## src/hazard_params.svh

```systemverilog
// ----------------------------------------
// Constants for the RV32 hazard block
// Trap vectors are fixed absolute addresses
// and there is no programmable trap base
// ----------------------------------------
`ifndef HAZARD_PARAMS_SVH
`define HAZARD_PARAMS_SVH

// ----------------------------------------
// Datapath widths
// ----------------------------------------
`define HZ_XLEN 32
`define HZ_REG_ADDR_W 5

// Event counter width, counters wrap at 2^32
`define HZ_CNT_W 32

// ----------------------------------------
// Instruction fields
// ----------------------------------------
// rs1 and rs2 sit at these bits in every format
`define HZ_RS1_LSB 15
`define HZ_RS2_LSB 20

// Redirect targets for traps
`define HZ_EXC_VECTOR 32'h0000_0004
`define HZ_IRQ_VECTOR 32'h0000_0008

`endif

```

## src/hazard_pkg.sv

```systemverilog
// ----------------------------------------
// Shared types for the hazard block
// Widths come from the params header
// Select code 3 is reserved and unused
// ----------------------------------------
`include "hazard_params.svh"

package hazard_pkg;

    // ----------------------------------------
    // Scalar types
    // ----------------------------------------

    // PC value or raw instruction word
    typedef logic [`HZ_XLEN-1:0] addr_t;

    // Architectural register index, x0 reads as zero
    typedef logic [`HZ_REG_ADDR_W-1:0] reg_addr_t;

    // Free running event count
    typedef logic [`HZ_CNT_W-1:0] count_t;

    // ----------------------------------------
    // Forwarding mux select
    // ----------------------------------------

    // Operand source for the EX stage ALU inputs
    typedef enum logic [1:0] {
        FWD_NONE   = 2'd0,
        FWD_EX_MEM = 2'd1,
        FWD_MEM_WB = 2'd2
    } fwd_sel_e;

endpackage

```

## src/data_hazard_unit.sv

```systemverilog
// ----------------------------------------
// Load-use and forwarding decisions
// Purely combinational, no internal state
// Register x0 never forwards or stalls
// ----------------------------------------
`timescale 1ns/1ns
`include "hazard_params.svh"

module data_hazard_unit (
    // Instruction sitting in IF/ID
    input  hazard_pkg::addr_t     ifid_instr_i,
    // ID/EX register fields
    input  hazard_pkg::reg_addr_t idex_rs1_i,
    input  hazard_pkg::reg_addr_t idex_rs2_i,
    input  hazard_pkg::reg_addr_t idex_rd_i,
    input  logic                  idex_mem_read_i,
    input  logic                  idex_reg_write_i,
    // EX/MEM register fields
    input  hazard_pkg::reg_addr_t exmem_rd_i,
    input  hazard_pkg::reg_addr_t exmem_rs2_i,
    input  logic                  exmem_reg_write_i,
    input  logic                  exmem_mem_write_i,
    // MEM/WB register fields
    input  hazard_pkg::reg_addr_t memwb_rd_i,
    input  logic                  memwb_reg_write_i,
    // Results
    output hazard_pkg::fwd_sel_e  fwd_a_sel_o,
    output hazard_pkg::fwd_sel_e  fwd_b_sel_o,
    output logic                  fwd_mem_data_o,
    output logic                  load_use_o
);
    import hazard_pkg::*;

    // Source indices of the instruction in decode
    reg_addr_t ifid_rs1;
    reg_addr_t ifid_rs2;
    logic      load_in_ex;
    logic      rs1_hit;
    logic      rs2_hit;

    // One source operand, youngest producer wins
    function automatic fwd_sel_e fwd_select(
        input reg_addr_t rs,
        input logic      ex_we,
        input reg_addr_t ex_rd,
        input logic      wb_we,
        input reg_addr_t wb_rd
    );
        fwd_sel_e sel;
        sel = FWD_NONE;
        if (rs != '0) begin
            if (ex_we && (ex_rd == rs)) begin
                sel = FWD_EX_MEM;
            end else if (wb_we && (wb_rd == rs)) begin
                sel = FWD_MEM_WB;
            end
        end
        return sel;
    endfunction

    // ----------------------------------------
    // Load-use
    // ----------------------------------------
    assign ifid_rs1 = ifid_instr_i[`HZ_RS1_LSB +: `HZ_REG_ADDR_W];
    assign ifid_rs2 = ifid_instr_i[`HZ_RS2_LSB +: `HZ_REG_ADDR_W];

    // Load in EX that will write a register
    assign load_in_ex = idex_mem_read_i && idex_reg_write_i;

    // Decode reads the loaded register before it returns
    assign rs1_hit = (ifid_rs1 != '0) && (ifid_rs1 == idex_rd_i);
    assign rs2_hit = (ifid_rs2 != '0) && (ifid_rs2 == idex_rd_i);

    assign load_use_o = load_in_ex && (rs1_hit || rs2_hit);

    // ----------------------------------------
    // Operand forwarding
    // ----------------------------------------
    always_comb begin
        fwd_a_sel_o = fwd_select(idex_rs1_i, exmem_reg_write_i, exmem_rd_i,
                                 memwb_reg_write_i, memwb_rd_i);
        fwd_b_sel_o = fwd_select(idex_rs2_i, exmem_reg_write_i, exmem_rd_i,
                                 memwb_reg_write_i, memwb_rd_i);
    end

    // Store data in MEM takes the value being written back
    assign fwd_mem_data_o = exmem_mem_write_i
                         && (exmem_rs2_i != '0)
                         && memwb_reg_write_i
                         && (memwb_rd_i == exmem_rs2_i);

endmodule

```

## src/redirect_unit.sv

```systemverilog
// ----------------------------------------
// Control flow change and PC target
// Exception beats interrupt beats branch
// Jumps share the branch target input
// ----------------------------------------
`timescale 1ns/1ns
`include "hazard_params.svh"

module redirect_unit (
    // Resolved control flow from EX
    input  logic              branch_taken_i,
    input  logic              jump_taken_i,
    input  hazard_pkg::addr_t branch_target_i,
    // Trap requests
    input  logic              exception_req_i,
    input  logic              interrupt_req_i,
    // Hazard results
    output logic              control_hazard_o,
    output logic              trap_o,
    // PC mux control
    output logic              pc_src_sel_o,
    output hazard_pkg::addr_t pc_target_o
);
    import hazard_pkg::*;

    logic taken;
    logic redirect;

    // ----------------------------------------
    // Detection
    // ----------------------------------------
    assign taken    = branch_taken_i || jump_taken_i;
    assign trap_o   = exception_req_i || interrupt_req_i;
    assign redirect = taken || trap_o;

    // Any redirect discards the younger stages
    assign control_hazard_o = redirect;

    // Fetch takes pc_target_o instead of PC+4
    assign pc_src_sel_o = redirect;

    // ----------------------------------------
    // Target select
    // ----------------------------------------
    always_comb begin
        if (exception_req_i) begin
            pc_target_o = addr_t'(`HZ_EXC_VECTOR);
        end else if (interrupt_req_i) begin
            pc_target_o = addr_t'(`HZ_IRQ_VECTOR);
        end else begin
            // Passed through even when nothing is taken
            pc_target_o = branch_target_i;
        end
    end

endmodule

```

## src/pipeline_control.sv

```systemverilog
// ----------------------------------------
// Per-stage stall and flush lines
// Busy units hold only IF and ID
// Memory stalls hold IF through MEM
// Counters wrap and clear on reset only
// ----------------------------------------
`timescale 1ns/1ns

module pipeline_control (
    input  logic               clk_i,
    input  logic               rst_ni,
    // Hazard results
    input  logic               load_use_i,
    input  logic               control_hazard_i,
    input  logic               trap_i,
    // Multi-cycle unit busy lines
    input  logic               mult_busy_i,
    input  logic               div_busy_i,
    input  logic               atomic_busy_i,
    input  logic               fence_busy_i,
    input  logic               csr_busy_i,
    // Memory system status
    input  logic               icache_miss_i,
    input  logic               dcache_miss_i,
    input  logic               mem_stall_i,
    // Stage stalls
    output logic               stall_if_o,
    output logic               stall_id_o,
    output logic               stall_ex_o,
    output logic               stall_mem_o,
    // Stage flushes
    output logic               flush_if_o,
    output logic               flush_id_o,
    output logic               flush_ex_o,
    output logic               flush_mem_o,
    // Event strobes and counts
    output logic               stall_cycle_o,
    output logic               flush_cycle_o,
    output hazard_pkg::count_t stall_count_o,
    output hazard_pkg::count_t flush_count_o
);
    import hazard_pkg::*;

    logic unit_busy;
    logic mem_stall;
    logic global_stall;

    // ----------------------------------------
    // Stall reduction
    // ----------------------------------------
    assign unit_busy = mult_busy_i || div_busy_i || atomic_busy_i
                    || fence_busy_i || csr_busy_i;
    assign mem_stall = icache_miss_i || dcache_miss_i || mem_stall_i;

    // Front end waits on anything
    assign global_stall = load_use_i || unit_busy || mem_stall;

    assign stall_if_o  = global_stall;
    assign stall_id_o  = global_stall;
    // Back end keeps moving unless memory holds it
    assign stall_ex_o  = mem_stall;
    assign stall_mem_o = mem_stall;

    // ----------------------------------------
    // Flushes
    // ----------------------------------------
    assign flush_if_o  = control_hazard_i;
    assign flush_id_o  = control_hazard_i;
    assign flush_ex_o  = control_hazard_i;
    // MEM is only squashed by a trap
    assign flush_mem_o = trap_i;

    assign stall_cycle_o = global_stall;
    assign flush_cycle_o = control_hazard_i;

    // ----------------------------------------
    // Event counters
    // ----------------------------------------
    always_ff @(posedge clk_i or negedge rst_ni) begin
        if (!rst_ni) begin
            stall_count_o <= '0;
            flush_count_o <= '0;
        end else begin
            if (stall_cycle_o) begin
                stall_count_o <= stall_count_o + count_t'(1);
            end
            if (flush_cycle_o) begin
                flush_count_o <= flush_count_o + count_t'(1);
            end
        end
    end

endmodule

```

## src/hazard_top.sv

```systemverilog
// ----------------------------------------
// Hazard control block for a 5-stage RV32
// All outputs but the counters are
// combinational from this cycle's inputs
// ----------------------------------------
`timescale 1ns/1ns

module hazard_top (
    input  logic                  clk_i,
    input  logic                  rst_ni,
    // Pipeline register view
    input  hazard_pkg::addr_t     ifid_instr_i,
    input  hazard_pkg::reg_addr_t idex_rs1_i,
    input  hazard_pkg::reg_addr_t idex_rs2_i,
    input  hazard_pkg::reg_addr_t idex_rd_i,
    input  logic                  idex_mem_read_i,
    input  logic                  idex_reg_write_i,
    input  hazard_pkg::reg_addr_t exmem_rd_i,
    input  hazard_pkg::reg_addr_t exmem_rs2_i,
    input  logic                  exmem_reg_write_i,
    input  logic                  exmem_mem_write_i,
    input  hazard_pkg::reg_addr_t memwb_rd_i,
    input  logic                  memwb_reg_write_i,
    // Control flow and traps
    input  logic                  branch_taken_i,
    input  logic                  jump_taken_i,
    input  hazard_pkg::addr_t     branch_target_i,
    input  logic                  exception_req_i,
    input  logic                  interrupt_req_i,
    // Busy and miss lines
    input  logic                  mult_busy_i,
    input  logic                  div_busy_i,
    input  logic                  atomic_busy_i,
    input  logic                  fence_busy_i,
    input  logic                  csr_busy_i,
    input  logic                  icache_miss_i,
    input  logic                  dcache_miss_i,
    input  logic                  mem_stall_i,
    // Stage control
    output logic                  stall_if_o,
    output logic                  stall_id_o,
    output logic                  stall_ex_o,
    output logic                  stall_mem_o,
    output logic                  flush_if_o,
    output logic                  flush_id_o,
    output logic                  flush_ex_o,
    output logic                  flush_mem_o,
    // Forwarding
    output hazard_pkg::fwd_sel_e  fwd_a_sel_o,
    output hazard_pkg::fwd_sel_e  fwd_b_sel_o,
    output logic                  fwd_mem_data_o,
    // PC redirect
    output logic                  pc_src_sel_o,
    output hazard_pkg::addr_t     pc_target_o,
    // Performance events
    output logic                  stall_cycle_o,
    output logic                  flush_cycle_o,
    output hazard_pkg::count_t    stall_count_o,
    output hazard_pkg::count_t    flush_count_o
);

    // Results passed into the control stage
    logic load_use;
    logic control_hazard;
    logic trap;

    // Data hazards and redirect run side by side
    data_hazard_unit u_data (
        .ifid_instr_i, .idex_rs1_i, .idex_rs2_i, .idex_rd_i,
        .idex_mem_read_i, .idex_reg_write_i,
        .exmem_rd_i, .exmem_rs2_i, .exmem_reg_write_i, .exmem_mem_write_i,
        .memwb_rd_i, .memwb_reg_write_i,
        .fwd_a_sel_o, .fwd_b_sel_o, .fwd_mem_data_o,
        .load_use_o       (load_use)
    );

    redirect_unit u_redirect (
        .branch_taken_i, .jump_taken_i, .exception_req_i, .interrupt_req_i,
        .branch_target_i,
        .control_hazard_o (control_hazard),
        .trap_o           (trap),
        .pc_src_sel_o, .pc_target_o
    );

    pipeline_control u_ctrl (
        .clk_i, .rst_ni,
        .load_use_i       (load_use),
        .control_hazard_i (control_hazard),
        .trap_i           (trap),
        .mult_busy_i, .div_busy_i, .atomic_busy_i, .fence_busy_i, .csr_busy_i,
        .icache_miss_i, .dcache_miss_i, .mem_stall_i,
        .stall_if_o, .stall_id_o, .stall_ex_o, .stall_mem_o,
        .flush_if_o, .flush_id_o, .flush_ex_o, .flush_mem_o,
        .stall_cycle_o, .flush_cycle_o, .stall_count_o, .flush_count_o
    );

endmodule

```

## config.mk

```make
export PLATFORM = sky130hd
export DESIGN_NAME = hazard_top
export DESIGN_NICKNAME = d
export VERILOG_FILES = /design/src/hazard_pkg.sv /design/src/data_hazard_unit.sv /design/src/redirect_unit.sv /design/src/pipeline_control.sv /design/src/hazard_top.sv
export VERILOG_INCLUDE_DIRS = /design/src
export SDC_FILE = /design/constraint.sdc
export NUM_CORES = 1
export LEC_CHECK = 0
export BUFFER_PORTS_ARGS = -buffer_cell sky130_fd_sc_hd__buf_2
export CAP_MARGIN = 0
export CORE_MARGIN = 2
export CORE_UTILIZATION = 40
export CTS_CLUSTER_DIAMETER = 40
export DETAILED_ROUTE_END_ITERATION = 12
export PLACE_DENSITY = 0.75
export REMOVE_ABC_BUFFERS = 1
export SLEW_MARGIN = 30
export SYNTH_ARGS = -nofsm -noshare
export SYNTH_HDL_FRONTEND = slang
export SYNTH_HIERARCHICAL = 1
export SYNTH_SLANG_ARGS = --single-unit
```

## constraint.sdc

```tcl
create_clock -name clk_i -period 2.6 [get_ports clk_i]
set_clock_uncertainty 0.05 [all_clocks]
set_input_delay 0.39 -clock clk_i [delete_from_list [all_inputs] [get_ports clk_i]]
set_output_delay 0.39 -clock clk_i [all_outputs]
set_load 0.05 [all_outputs]
```

## Yosys cells after proc, flatten, opt, wreduce, memory -nomap -nowiden

Index checks and enable logic that the tools add are counted.

| storage, ports and cells | value |
|---|---|
| word-level logic and storage cells | 47 |
| bits of input ports | 113 |
| register bits after elaboration | 64 |
| output and inout port bits | 112 |

| cells by class | value |
|---|---|
| $add $sub $neg | 2 |
| reduce and logical (&&, ||, !) cells | 28 |
| equality and inequality tests | 7 |
| mux-type cells | 8 |

Operator list:

| cell | count |
|---|---|
| $add 32x1->32 const B | 2 |
| $mux 32 | 2 |
| $eq 5x5->1 | 7 |
| $reduce_bool 5->1 | 5 |
| $logic_or 1x1->1 | 12 |
| $mux 2 | 6 |
| $logic_and 1x1->1 | 11 |

## Logic depth before layout (Yosys ltp)

Gate-level depths: netlist (run 1).

| depth | value |
|---|---|
| word-level depth | 6 |
| mapped depth | 9 |
| mapped depth without buffers | 8 |

## Modules after synthesis

Netlist (run 1), hierarchy kept.

Modules (own cells, without submodules):

| module | seq. area each (sq um) | cells an instance | times used | area each (sq um) |
|---|---|---|---|---|
| pipeline_control | 1,601.5 | 268 | 1 | 3,049.2 |
| data_hazard_unit | 0.0 | 65 | 1 | 476.7 |
| redirect_unit | 0.0 | 42 | 1 | 270.3 |

## Worst setup path before layout (run 1)

No wires, ideal clock.

| path | value |
|---|---|
| kind | in2out |
| start point | input port idex_rs1_i[2] |
| end point | output port fwd_a_sel_o[1] |
| slack | -0.122 ns |
| path buffers | 0 |
| data arrival time | 2.282 ns |
| data required time | 2.160 ns |
| cell stages on the path | 4 |
| cell sequence | xor2_1 -> nor4_1 -> nand3_1 -> nor4b_1 |

| on the way | value |
|---|---|
| word-level cells in the longest chain between the ends | 5 |
| elaborated cells on any way between the ends | 8 |
| classes of those cells | eq/ne: 2; mux: 3; reduce/logical: 3 |

Ends and longest elaborated chain:

| item | RTL line | text |
|---|---|---|
| start: declaration | hazard_top.sv:13 | `input hazard_pkg::reg_addr_t idex_rs1_i,` |
| $eq 5x5->1 | data_hazard_unit.sv:54 | `end else if (wb_we && (wb_rd == rs)) begin` |
| $logic_and 1x1->1 | data_hazard_unit.sv:54 |  |
| $mux 2 | data_hazard_unit.sv:54 |  |
| $mux 2 | data_hazard_unit.sv:52 | `if (ex_we && (ex_rd == rs)) begin` |
| $mux 2 * | data_hazard_unit.sv:51 | `if (rs != '0) begin` |
| end: declaration | hazard_top.sv:49 | `output hazard_pkg::fwd_sel_e fwd_a_sel_o,` |

Every way passes the cells marked *; elsewhere a longest branch is shown, timed or not.

## Worst setup path in the final report (run 1)

| path | value |
|---|---|
| start point | input port ifid_instr_i[20] |
| end point | output port stall_cycle_o |

| on the way | value |
|---|---|
| word-level cells in the longest chain between the ends | 6 |
| elaborated cells on any way between the ends | 7 |
| classes of those cells | eq/ne: 1; reduce/logical: 6 |

Ends and longest elaborated chain:

| item | RTL line | text |
|---|---|---|
| start: declaration | hazard_top.sv:12 | `input hazard_pkg::addr_t ifid_instr_i,` |
| $eq 5x5->1 or $reduce_bool 5->1 (tied branches) | data_hazard_unit.sv:72 | `assign rs2_hit = (ifid_rs2 != '0) && (ifid_rs2 == idex_rd_i);` |
| $logic_and 1x1->1 * | data_hazard_unit.sv:72 |  |
| $logic_or 1x1->1 * | data_hazard_unit.sv:74 | `assign load_use_o = load_in_ex && (rs1_hit \|\| rs2_hit);` |
| $logic_and 1x1->1 * | data_hazard_unit.sv:74 |  |
| named net load_use | hazard_top.sv:63 | `logic load_use;` |
| $logic_or 1x1->1 * (2 in series) | pipeline_control.sv:56 | `assign global_stall = load_use_i \|\| unit_busy \|\| mem_stall;` |
| end: declaration | hazard_top.sv:56 | `output logic stall_cycle_o,` |

The timed path passes the listed nets; every way through them passes the cells marked *.

==> flow_metrics.env, run 1 <==
export IMPL_power_switching_mw=1.33
export IMPL_synth_adder_area_share_pct=0.659
export IMPL_syn_inst=375
export IMPL_timing_rr_start="u_ctrl/flush_count_o[0]$_DFFE_PN0P_"
export IMPL_num_antenna_cells=0
export IMPL_rsz0062_at_grt="no"
export IMPL_cp_common_cell="buf_2"
export IMPL_ys_ff_latch=64
export IMPL_cts_tree="yes"
export IMPL_fin_crit_sh_pct=94.8
export IMPL_synth_top_family_by_area="simple AND/OR/NAND/NOR gates"
export IMPL_grt_first_pass_wirelength_mm=16.3
export IMPL_post_cts_buffers=0
export IMPL_final_common_cell="buf_2"
export IMPL_cts_buffers=9
export IMPL_synth_simple_gate_area_share_pct=28.1
export IMPL_grt_pass1_vias=3595
export IMPL_cp_endpoint="stall_cycle_o"
export IMPL_grt_max_degree=47
export IMPL_avgSynthCellArea_um2=10.1
export IMPL_ys_types=40
export IMPL_seq_area_frac_synth_pct=42.2
export IMPL_tightest_slew_ps=692
export IMPL_status="complete, no violations"
export IMPL_crit_path_cell_trace="buf_2 -> o41ai_1 -> a21oi_1 -> o211a_1 -> nor4_4 -> nand3_2 -> buf_2"
export IMPL_reg2reg_slack_ps=780
export IMPL_initial_core_util_pct=41.1
export IMPL_hp_start="atomic_busy_i"
export IMPL_core_um2=9240
export IMPL_clock_latency_ps=350
export IMPL_wl_mm=10.1
export IMPL_final_util_pct=56.1
export IMPL_path_buf_inv=2
export IMPL_p_int_mw=2.10
export IMPL_critPathLaunchType="input port"
export IMPL_clk_pin_slew_ps=70
export IMPL_first_pass_iters=4
export IMPL_crit_path_start="ifid_instr_i[20]"
export IMPL_dp_final_hpwl_mm=7.97
export IMPL_rows=35
export IMPL_synth_xor_area_share_pct=21.7
export IMPL_die_h_um=101
export IMPL_routedWlPerCell_um=14.2
export IMPL_pwr_share_comb_pct=31.9
export IMPL_dieArea_um2=10300
export IMPL_grt_ovfl_total=0
export IMPL_htreeDepth=3
export IMPL_antenna_found_initial=0
export IMPL_grt_util_all_layers_pct=19.8
export IMPL_critical_path_required_ps=2160
export IMPL_die_width_um=101
export IMPL_port_buffers=202
export IMPL_cp_max_fo=6
export IMPL_cp_slowest_cell="o41ai_1"
export IMPL_fillerInstances=825
export IMPL_drt_iter0_markers=72
export IMPL_drive_gt1_share_pct=41.6
export IMPL_drc=0
export IMPL_vias=3547
export IMPL_synth_mux_area_share_pct=0.593
export IMPL_timing_final_ws_setup_ps=135
export IMPL_drv_slew=0
export IMPL_most_common_layout_cells="202 x buf_2, 75 x xnor2_1, 64 x dfrtp_1, 32 x and2_1"
export IMPL_seqPwrFrac_pct=36.5
export IMPL_area_delta_synth_final_pct=36.7
export IMPL_hold_violations=0
export IMPL_nets=694
export IMPL_ant_nets=0
export IMPL_min_period_ps=2460
export IMPL_r2r_end="u_ctrl/flush_count_o[30]$_DFFE_PN0P_"
export IMPL_hp_class="input port to flop"
export IMPL_synth_compound_area_share_pct=2.57
export IMPL_yosys_warnings=6
export IMPL_routed_via_density=4.97
export IMPL_critPathArrivalTime_ps=2020
export IMPL_p_leak_nw=2.62
export IMPL_place_congestion=0.902
export IMPL_cts_root_buffer_cell="clkbuf_8"
export IMPL_crit_family="compound AO/OA/AOI/OAI gates"
export IMPL_reg2reg_depth=5
export IMPL_power_density_nw_per_um2=660
export IMPL_cts_sinks=64
export IMPL_synth_area_um2=3800
export IMPL_peakVddDrop_mv=0.747
export IMPL_setup_viol=0
export IMPL_fmax_mhz=406
export IMPL_dp_slack_ps=52.8
export IMPL_slew_headroom_pct=53.7
export IMPL_p_sw_share_pct=38.7
export IMPL_cp_depth=7
export IMPL_end_kind="output pin"
export IMPL_io_pins=225
export IMPL_max_cap_violations=0
export IMPL_slowest_delay_ps=390
export IMPL_critical_path_class="input port to output pin"
export IMPL_power_frac_clock_pct=31.5
export IMPL_worst_hold_slack_ps=388
export IMPL_cts_buffer_depth=2
==> cell families (layout without fill, tap and decap cells) <==
group	Yosys count	after routing
simple gates	177	177
compound gates	10	10
flops	64	64
buf+inv	26	235
mux	2	2
fa+ha+maj	2	2
xor+xnor	94	94
==> per-stage QoR <==
step	instances	cell area, µm²	power, mW	TNS [ps]
after floorplan	358	3670	2.01	-30350
after global placement	696	4920	2.35	0
after detailed placement	696	4920	2.38	0
after CTS	713	5180	3.47	0
after global routing	713	5190	3.59	0
final	713	5190	3.42	0
==> sequential cells by signal, indices dropped and copies added (netlist names) <==
name,flops
u_ctrl/flush_count_o,32
u_ctrl/stall_count_o,32
==> synth_stat cells <==
cell       number  area (µm²)
and2_1         32         200
buf_4           9        67.6
a21o_1          1        7.51
nand2_1        22        82.6
buf_6           3        33.8
mux2_2          1        11.3
a31oi_2         1        12.5
xor2_1         19         166
ha_1            2        25.0
and3_2          1        7.51
nand3_1        31         155
nand4_1        30         188
dfrtp_1        64        1600
a311oi_4        1        26.3
nor2_4          1        11.3
nor3_1          4        20.0
nor2_2          2        12.5
clkbuf_1        1        3.75
and3_1         11        68.8
buf_2           4        20.0
o41ai_1         2        17.5
a21oi_1         2        10.0
nor3_2          3        30.0
nor4_4          2        42.5
inv_1           9        33.8
and4_1          5        43.8
nor2_1         17        63.8
and4_2          1        10.0
mux2_1          1        11.3
nor4_1          6        37.5
o211a_1         1        10.0
nor3b_1         1        7.51
or4_1           2        15.0
nor3_4          1        16.3
nor4_2          1        12.5
o2111ai_1       1        8.76
o21ai_0         1        5.00
xnor2_1        75         657
nor4b_1         2        17.5
nand4_2         2        25.0
==> cell type report <==
class	instances	area (µm²)	share of cell area, %
Clock inverter	6	114	2.19
Tap cell	129	161	3.11
Sequential cell	64	1600	30.9
Timing Repair Buffer	210	1100	21.2
Multi-Input combinational cell	285	2040	39.3
Inverter	9	33.8	0.651
Clock buffer	10	138	2.65
==> worst min path at each step <==
stage / to / slack, ps / cells after the start
2_1_floorplan: u_ctrl/flush_count_o[0]$_DFFE_PN0P_ / 40 / 0
3_3_place_gp: u_ctrl/stall_count_o[21]$_DFFE_PN0P_ / 320 / 1
3_5_place_dp: u_ctrl/stall_count_o[21]$_DFFE_PN0P_ / 330 / 1
4_1_cts: u_ctrl/flush_count_o[31]$_DFFE_PN0P_ / 430 / 1
5_1_grt: u_ctrl/stall_count_o[0]$_DFFE_PN0P_ / 400 / 4
6_report: u_ctrl/stall_count_o[0]$_DFFE_PN0P_ / 390 / 4
==> power by group through the flow <==
stage	clock network, mW	logic (mW)	registers (mW)
2_1_floorplan	0	0.366	1.64
3_3_place_gp	0	1.08	1.27
3_5_place_dp	0	1.10	1.27
4_1_cts	1.11	1.11	1.26
5_1_grt	1.15	1.16	1.28
6_report	1.08	1.09	1.25
==> layer usage <==
metal	global-route usage (%)	part of all wire [%]	vias up
li1	-	-	1705
met3	4.14	6.5	9
met2	36.1	52	146
met1	23.0	40	1687
met4	6.76	0.82	0
met5	0	0	-
==> what timing repair did <==
item / CTS / global route
resized for setup: 0 / 1
hold buffers: 1 / 0
endpoints found under the hold margin: 18 / 0
endpoints found under the setup margin: 0 / 3
==> worst register-to-register path: stages (launching register included) <==
cell     delay [ps]
dfrtp_1         410
ha_1            210
nand3_1         240
nor3_4          460
nand4_1         180
xnor2_1         170
Power figures use the tool's default switching activity.
==> run 2, diff against run 1 <==
--- a/config.mk
+++ b/config.mk
@@ -17,5 +17,4 @@
 export SLEW_MARGIN = 30
 export SYNTH_ARGS = -nofsm -noshare
 export SYNTH_HDL_FRONTEND = slang
-export SYNTH_HIERARCHICAL = 1
 export SYNTH_SLANG_ARGS = --single-unit
==> flow_metrics.env, run 2 <==
export IMPL_routed_via_density=5.09
export IMPL_peakVddDrop_mv=0.277
export IMPL_critical_path_required_ps=2160
export IMPL_slowest_delay_ps=530
export IMPL_fmax_mhz=431
export IMPL_ff_latch_area_um2=1600
export IMPL_crit_path_cell_trace="buf_2 -> or4_4 -> a21oi_2 -> o22ai_1 -> a31oi_4 -> inv_4 -> buf_2"
export IMPL_critical_path_class="input port to output pin"
export IMPL_syn_inst=375
export IMPL_cts_buffers=9
export IMPL_drv_slew=0
export IMPL_ant_nets=0
export IMPL_grt_util_all_layers_pct=20.4
export IMPL_worst_hold_slack_ps=396
export IMPL_totalNegativeSetupSlack_ps=0
export IMPL_wl_mm=10.5
export IMPL_postCtsHoldBufs=1
export IMPL_initial_core_util_pct=41.0
export IMPL_rsz0062_at_grt="no"
export IMPL_cp_max_fo=10
export IMPL_grt_ovfl_total=0
export IMPL_cts_sinks=64
export IMPL_synth_commonest_cells="64 x dfrtp_1, 50 x xnor2_1, 43 x xor2_1, 33 x and2_1, 28 x nand2_1"
export IMPL_fin_total_pwr_mw=3.34
export IMPL_placed_cells=681
export IMPL_reg2reg_slack_ps=380
export IMPL_drive_gt1_share_pct=42.2
export IMPL_dieArea_um2=10200
export IMPL_yosysMostFrequentCell="dfrtp_1"
export IMPL_crit_family="simple AND/OR/NAND/NOR gates"
export IMPL_cts_resized=0
export IMPL_synth_largest_area_cell="dfrtp_1"
export IMPL_area_delta_synth_final_pct=34.7
export IMPL_min_period_ps=2320
export IMPL_die_width_um=101
export IMPL_slew_headroom_pct=60.9
export IMPL_cp_common_cell="buf_2"
export IMPL_critPathLaunchType="input port"
export IMPL_final_util_pct=55.2
export IMPL_instances_no_fill=697
export IMPL_cts_root_buffer_cell="clkbuf_8"
export IMPL_ys_ff_latch=64
export IMPL_htreeDepth=3
export IMPL_timing_rr_start="u_ctrl.flush_count_o[6]$_DFFE_PN0P_"
export IMPL_tightest_slew_ps=581
export IMPL_reg_top3="u_ctrl.flush_count_o: 32 flops, u_ctrl.stall_count_o: 32 flops"
export IMPL_end_kind="output pin"
export IMPL_vias=3550
export IMPL_grt_pass1_vias=3526
export IMPL_most_common_layout_cells="202 x buf_2, 64 x dfrtp_1, 50 x xnor2_1, 43 x xor2_1, 33 x and2_1"
export IMPL_reg2reg_depth=6
export IMPL_first_pass_iters=4
export IMPL_die_h_um=101
export IMPL_crit_path_start="ifid_instr_i[21]"
export IMPL_path_buf_inv=3
export IMPL_status="complete, no violations"
export IMPL_routedWlPerCell_um=15.1
export IMPL_multi_input_area_um2=2030
export IMPL_dp_final_hpwl_mm=8.47
export IMPL_p_leak_nw=2.40
export IMPL_yosysTopAreaCellShare_pct=42.5
export IMPL_setup_viol=0
export IMPL_seq_area_frac_synth_pct=42.5
export IMPL_cts_buffer_depth=2
export IMPL_hp_class="input port to flop"
export IMPL_final_common_cell="buf_2"
export IMPL_ys_dominant_reg_cell="dfrtp_1"
export IMPL_drt_iter0_markers=74
export IMPL_async_reset_ff_share_pct=100
export IMPL_num_antenna_cells=0
export IMPL_synth_area_um2=3770
export IMPL_hold_violations=0
export IMPL_max_cap_violations=0
export IMPL_cp_depth=7
export IMPL_core_um2=9200
export IMPL_clock_latency_ps=340
export IMPL_fillerInstances=833
export IMPL_drc=0
export IMPL_synth_edf_count=0
export IMPL_grt_max_degree=24
export IMPL_yosys_warnings=0
export IMPL_r2r_end="u_ctrl.flush_count_o[29]$_DFFE_PN0P_"
export IMPL_clk_pin_slew_ps=60
export IMPL_critPathArrivalTime_ps=1880
export IMPL_antenna_found_initial=0
export IMPL_grt_first_pass_wirelength_mm=16.4
export IMPL_post_cts_buffers=0
export IMPL_cp_slowest_cell="or4_4"
export IMPL_nets=697
export IMPL_ys_types=41
export IMPL_place_congestion=0.931
export IMPL_cts_tree="yes"
export IMPL_fin_crit_sh_pct=89.3
export IMPL_power_density_nw_per_um2=658
export IMPL_rows=35
export IMPL_avgSynthCellArea_um2=10.0
export IMPL_port_buffers=202
export IMPL_cp_endpoint="stall_id_o"
export IMPL_synthTopCellsByArea="dfrtp_1 43%, xnor2_1 12%, xor2_1 10%"
export IMPL_io_pins=225
-- run 2: worst min path at each step --
| stage | from | endpoint | slack (ps) | cells after the start |
|---|---|---|---|---|
| after floorplan | rst_ni | u_ctrl.flush_count_o[0]$_DFFE_PN0P_ | 40 | 0 |
| after global placement | rst_ni | u_ctrl.flush_count_o[23]$_DFFE_PN0P_ | 290 | 1 |
| after detailed placement | rst_ni | u_ctrl.flush_count_o[23]$_DFFE_PN0P_ | 310 | 1 |
| after CTS | branch_taken_i | u_ctrl.flush_count_o[0]$_DFFE_PN0P_ | 400 | 3 |
| after global routing | branch_taken_i | u_ctrl.flush_count_o[0]$_DFFE_PN0P_ | 430 | 3 |
| final | branch_taken_i | u_ctrl.flush_count_o[0]$_DFFE_PN0P_ | 400 | 3 |
-- run 2: kinds of logic (layout without fill, tap and decap cells) --
kind of cell	after synthesis	count (layout)	share of synthesized area [%]
compound gates	9	9	2.06
xor+xnor	93	93	21.6
fa+ha+maj	2	2	0.664
buf+inv	22	233	3.49
flops	64	64	42.5
mux	2	2	0.698
simple gates	183	183	28.9
-- run 2: layout make-up --
cell class | count | share of cell area, %
sequential | 64 | 31.6
timing repair buffer | 212 | 21.5
tap | 111 | 2.74
inverter | 6 | 0.493
clock inverter | 4 | 0.888
clock buffer | 11 | 2.79
multi-input combinational | 289 | 40.1
-- run 2: report_power, final --
| group | leakage (nW) | switching (mW) | total (mW) | internal, mW |
|---|---|---|---|---|
| Clock | 0.0989 | 0.369 | 0.828 | 0.459 |
| Combinational | 1.54 | 0.860 | 1.22 | 0.356 |
| Sequential | 0.754 | 0.167 | 1.29 | 1.13 |
| Total | 2.40 | 1.40 | 3.34 | 1.94 |
-- run 2: per-stage QoR --
step | instance area, µm² | worst slack, ps
final | 5070 | 278
after CTS | 5070 | 268
after detailed placement | 4880 | 272
after global routing | 5070 | 148
after global placement | 4880 | 285
after floorplan | 3660 | -1110
-- run 2: metal layers --
metal / global-route usage (%) / share of wire (%) / up-vias
li1: - / - / 1688
met2: 37.2 / 52 / 139
met3: 3.88 / 5.5 / 15
met4: 7.48 / 1.8 / 0
met1: 23.6 / 41 / 1708
met5: 0 / 0 / -
-- run 2: tightest hold or removal path, cell delays in order --
cell and delay (ps):
buf_2 70, or4_1 190, xor2_1 90
==> run 3, diff against run 2 <==
--- a/config.mk
+++ b/config.mk
@@ -6,13 +6,14 @@
 export SDC_FILE = /design/constraint.sdc
 export NUM_CORES = 1
 export LEC_CHECK = 0
+export ABC_AREA = 1
 export BUFFER_PORTS_ARGS = -buffer_cell sky130_fd_sc_hd__buf_2
 export CAP_MARGIN = 0
 export CORE_MARGIN = 2
 export CORE_UTILIZATION = 40
 export CTS_CLUSTER_DIAMETER = 40
 export DETAILED_ROUTE_END_ITERATION = 12
-export PLACE_DENSITY = 0.75
+export PLACE_DENSITY = 0.7
 export REMOVE_ABC_BUFFERS = 1
 export SLEW_MARGIN = 30
 export SYNTH_ARGS = -nofsm -noshare
==> flow_metrics.env, run 3 <==
export IMPL_htreeDepth=3
export IMPL_rsz0062_at_grt="no"
export IMPL_yosysMostFrequentCell="nand2_1"
export IMPL_vias=5322
export IMPL_most_common_layout_cells="303 x nand2_1, 202 x buf_2, 122 x nor2_1, 72 x inv_1, 64 x dfrtp_1"
export IMPL_slew_headroom_pct=61.1
export IMPL_place_congestion=0.905
export IMPL_p_leak_nw=3.54
export IMPL_critical_path_required_ps=2160
export IMPL_dp_final_hpwl_mm=10.5
export IMPL_reg2reg_slack_ps=820
export IMPL_critical_path_class="input port to output pin"
export IMPL_post_cts_buffers=0
export IMPL_synth_commonest_cells="303 x nand2_1, 122 x nor2_1, 72 x inv_1, 64 x dfrtp_1, 54 x nand3_1"
export IMPL_p_int_mw=2.39
export IMPL_reg_top3="u_ctrl.flush_count_o: 32 flops, u_ctrl.stall_count_o: 32 flops"
export IMPL_avgSynthCellArea_um2=6.35
export IMPL_rows=40
export IMPL_nets=1091
export IMPL_drive_gt1_share_pct=25.8
export IMPL_power_density_nw_per_um2=610
export IMPL_drv_slew=0
export IMPL_drc=0
export IMPL_wl_mm=13.4
export IMPL_num_antenna_cells=0
export IMPL_final_util_pct=53.3
export IMPL_seq_area_frac_synth_pct=32.4
export IMPL_reg2reg_depth=8
export IMPL_grt_pass1_vias=4885
export IMPL_die_width_um=115
export IMPL_routed_via_density=4.63
export IMPL_pwr_share_comb_pct=32.9
export IMPL_setup_viol=0
export IMPL_initial_core_util_pct=41.0
export IMPL_end_kind="output pin"
export IMPL_power_switching_mw=1.54
export IMPL_dieArea_um2=13300
export IMPL_yosys_warnings=0
export IMPL_grt_max_degree=42
export IMPL_clk_pin_slew_ps=50
export IMPL_grt_ovfl_total=0
export IMPL_critPathLaunchType="input port"
export IMPL_grt_first_pass_wirelength_mm=22.2
export IMPL_fmax_mhz=522
export IMPL_synth_edf_count=0
export IMPL_power_frac_clock_pct=34.0
export IMPL_timing_rr_start="u_ctrl.stall_count_o[0]$_DFFE_PN0P_"
export IMPL_seqPwrFrac_pct=33.0
export IMPL_crit_path_start="interrupt_req_i"
export IMPL_first_pass_iters=4
export IMPL_grt_util_all_layers_pct=20.5
export IMPL_placed_area_um2=6100
export IMPL_cts_buffers=9
export IMPL_synth_largest_area_cell="dfrtp_1"
export IMPL_die_h_um=115
export IMPL_instances_no_fill=1149
export IMPL_syn_inst=779
export IMPL_cts_buffer_depth=2
export IMPL_status="complete, no violations"
export IMPL_ys_ff_latch=64
export IMPL_tightest_slew_ps=583
export IMPL_ys_types=32
export IMPL_core_um2=12100
export IMPL_totalNegativeSetupSlack_ps=0
export IMPL_area_delta_synth_final_pct=30.1
export IMPL_cts_sinks=64
export IMPL_yosysTopAreaCellShare_pct=32.4
export IMPL_peakVddDrop_mv=0.661
export IMPL_antenna_found_initial=0
export IMPL_cp_endpoint="pc_target_o[13]"
export IMPL_fin_total_pwr_mw=3.92
export IMPL_cp_max_fo=28
export IMPL_clock_latency_ps=330
export IMPL_fillerInstances=1226
export IMPL_cts_tree="yes"
export IMPL_routedWlPerCell_um=11.7
export IMPL_ys_dominant_reg_cell="dfrtp_1"
export IMPL_min_period_ps=1920
export IMPL_cts_root_buffer_cell="clkbuf_16"
export IMPL_stdcell_area_um2=6430
export IMPL_fin_crit_sh_pct=73.7
export IMPL_final_common_cell="nand2_1"
export IMPL_hold_violations=0
export IMPL_cts_resized=0
export IMPL_max_cap_violations=0
export IMPL_drt_iter0_markers=242
export IMPL_placed_cells=1133
export IMPL_synthTopCellsByArea="dfrtp_1 32%, nand2_1 23%, nor2_1 9.3%"
export IMPL_critPathArrivalTime_ps=1480
export IMPL_ant_nets=0
export IMPL_async_reset_ff_share_pct=100
export IMPL_r2r_end="u_ctrl.stall_count_o[30]$_DFFE_PN0P_"
export IMPL_io_pins=225
export IMPL_hp_class="input port to asynchronous set/reset pin"
export IMPL_synth_area_um2=4940
export IMPL_p_sw_share_pct=39.1
export IMPL_port_buffers=202
export IMPL_postCtsHoldBufs=0
## run 3: logic make-up (layout without fill, tap and decap cells)
family | after synthesis | in the layout | share of synthesized area (%)
DFF | 64 | 64 | 32.4
xor gates and xnor gates | 54 | 54 | 9.57
and+or+nand+nor | 549 | 549 | 47.6
AOI/OAI and AO/OA | 13 | 13 | 1.59
adders and majority gates | 2 | 2 | 0.506
buffers and inverters | 97 | 299 | 8.30
## run 3: how the worst min path moves through the flow
stage,start,to,slack [ps],cells after the start
global route,rst_ni,u_ctrl.stall_count_o[23]$_DFFE_PN0P_,60,1
detailed placement,rst_ni,u_ctrl.stall_count_o[21]$_DFFE_PN0P_,370,1
finish,rst_ni,u_ctrl.stall_count_o[23]$_DFFE_PN0P_,10,1
floorplan,rst_ni,u_ctrl.flush_count_o[0]$_DFFE_PN0P_,40,0
CTS,rst_ni,u_ctrl.stall_count_o[0]$_DFFE_PN0P_,30,1
global placement,rst_ni,u_ctrl.stall_count_o[22]$_DFFE_PN0P_,370,1
## run 3: metal layers
layer  GRT usage (%)  wire, µm
met1            24.5      5740
met2            36.9      6670
met3            5.01       822
met4            5.30       212
met5               0         0
## run 3: stage by stage
| stage | hold WS (ps) | setup WS [ps] |
|---|---|---|
| final | 12.7 | 683 |
| after global routing | 55.1 | 578 |
| after CTS | 28.1 | 668 |
| after detailed placement | 372 | 619 |
| after global placement | 374 | 631 |
| after floorplan | 44.4 | -726 |
## run 3: layout make-up
class | count | area [µm²] | share of cell area [%]
inverters | 74 | 278 | 4.32
repair buffers | 209 | 1080 | 16.7
flip-flops and latches | 64 | 1600 | 24.9
clock buffers | 14 | 274 | 4.26
well taps | 168 | 210 | 3.27
clock inverters | 2 | 60.1 | 0.934
multi-input cells | 618 | 2930 | 45.6
## run 3: power groups by stage
stage               logic (mW)  clock network, mW  registers (mW)
finish                    1.29               1.33            1.30
global route              1.40               1.40            1.32
CTS                       1.30               1.36            1.29
detailed placement        1.29                  0            1.31
global placement          1.28                  0            1.31
floorplan                0.523                  0            1.69
## run 3: worst max-delay path, stage by stage
cell and delay [ps]:
buf_2 100, inv_1 130, buf_4 300, nand2_1 80, nor2_1 170, buf_2 300
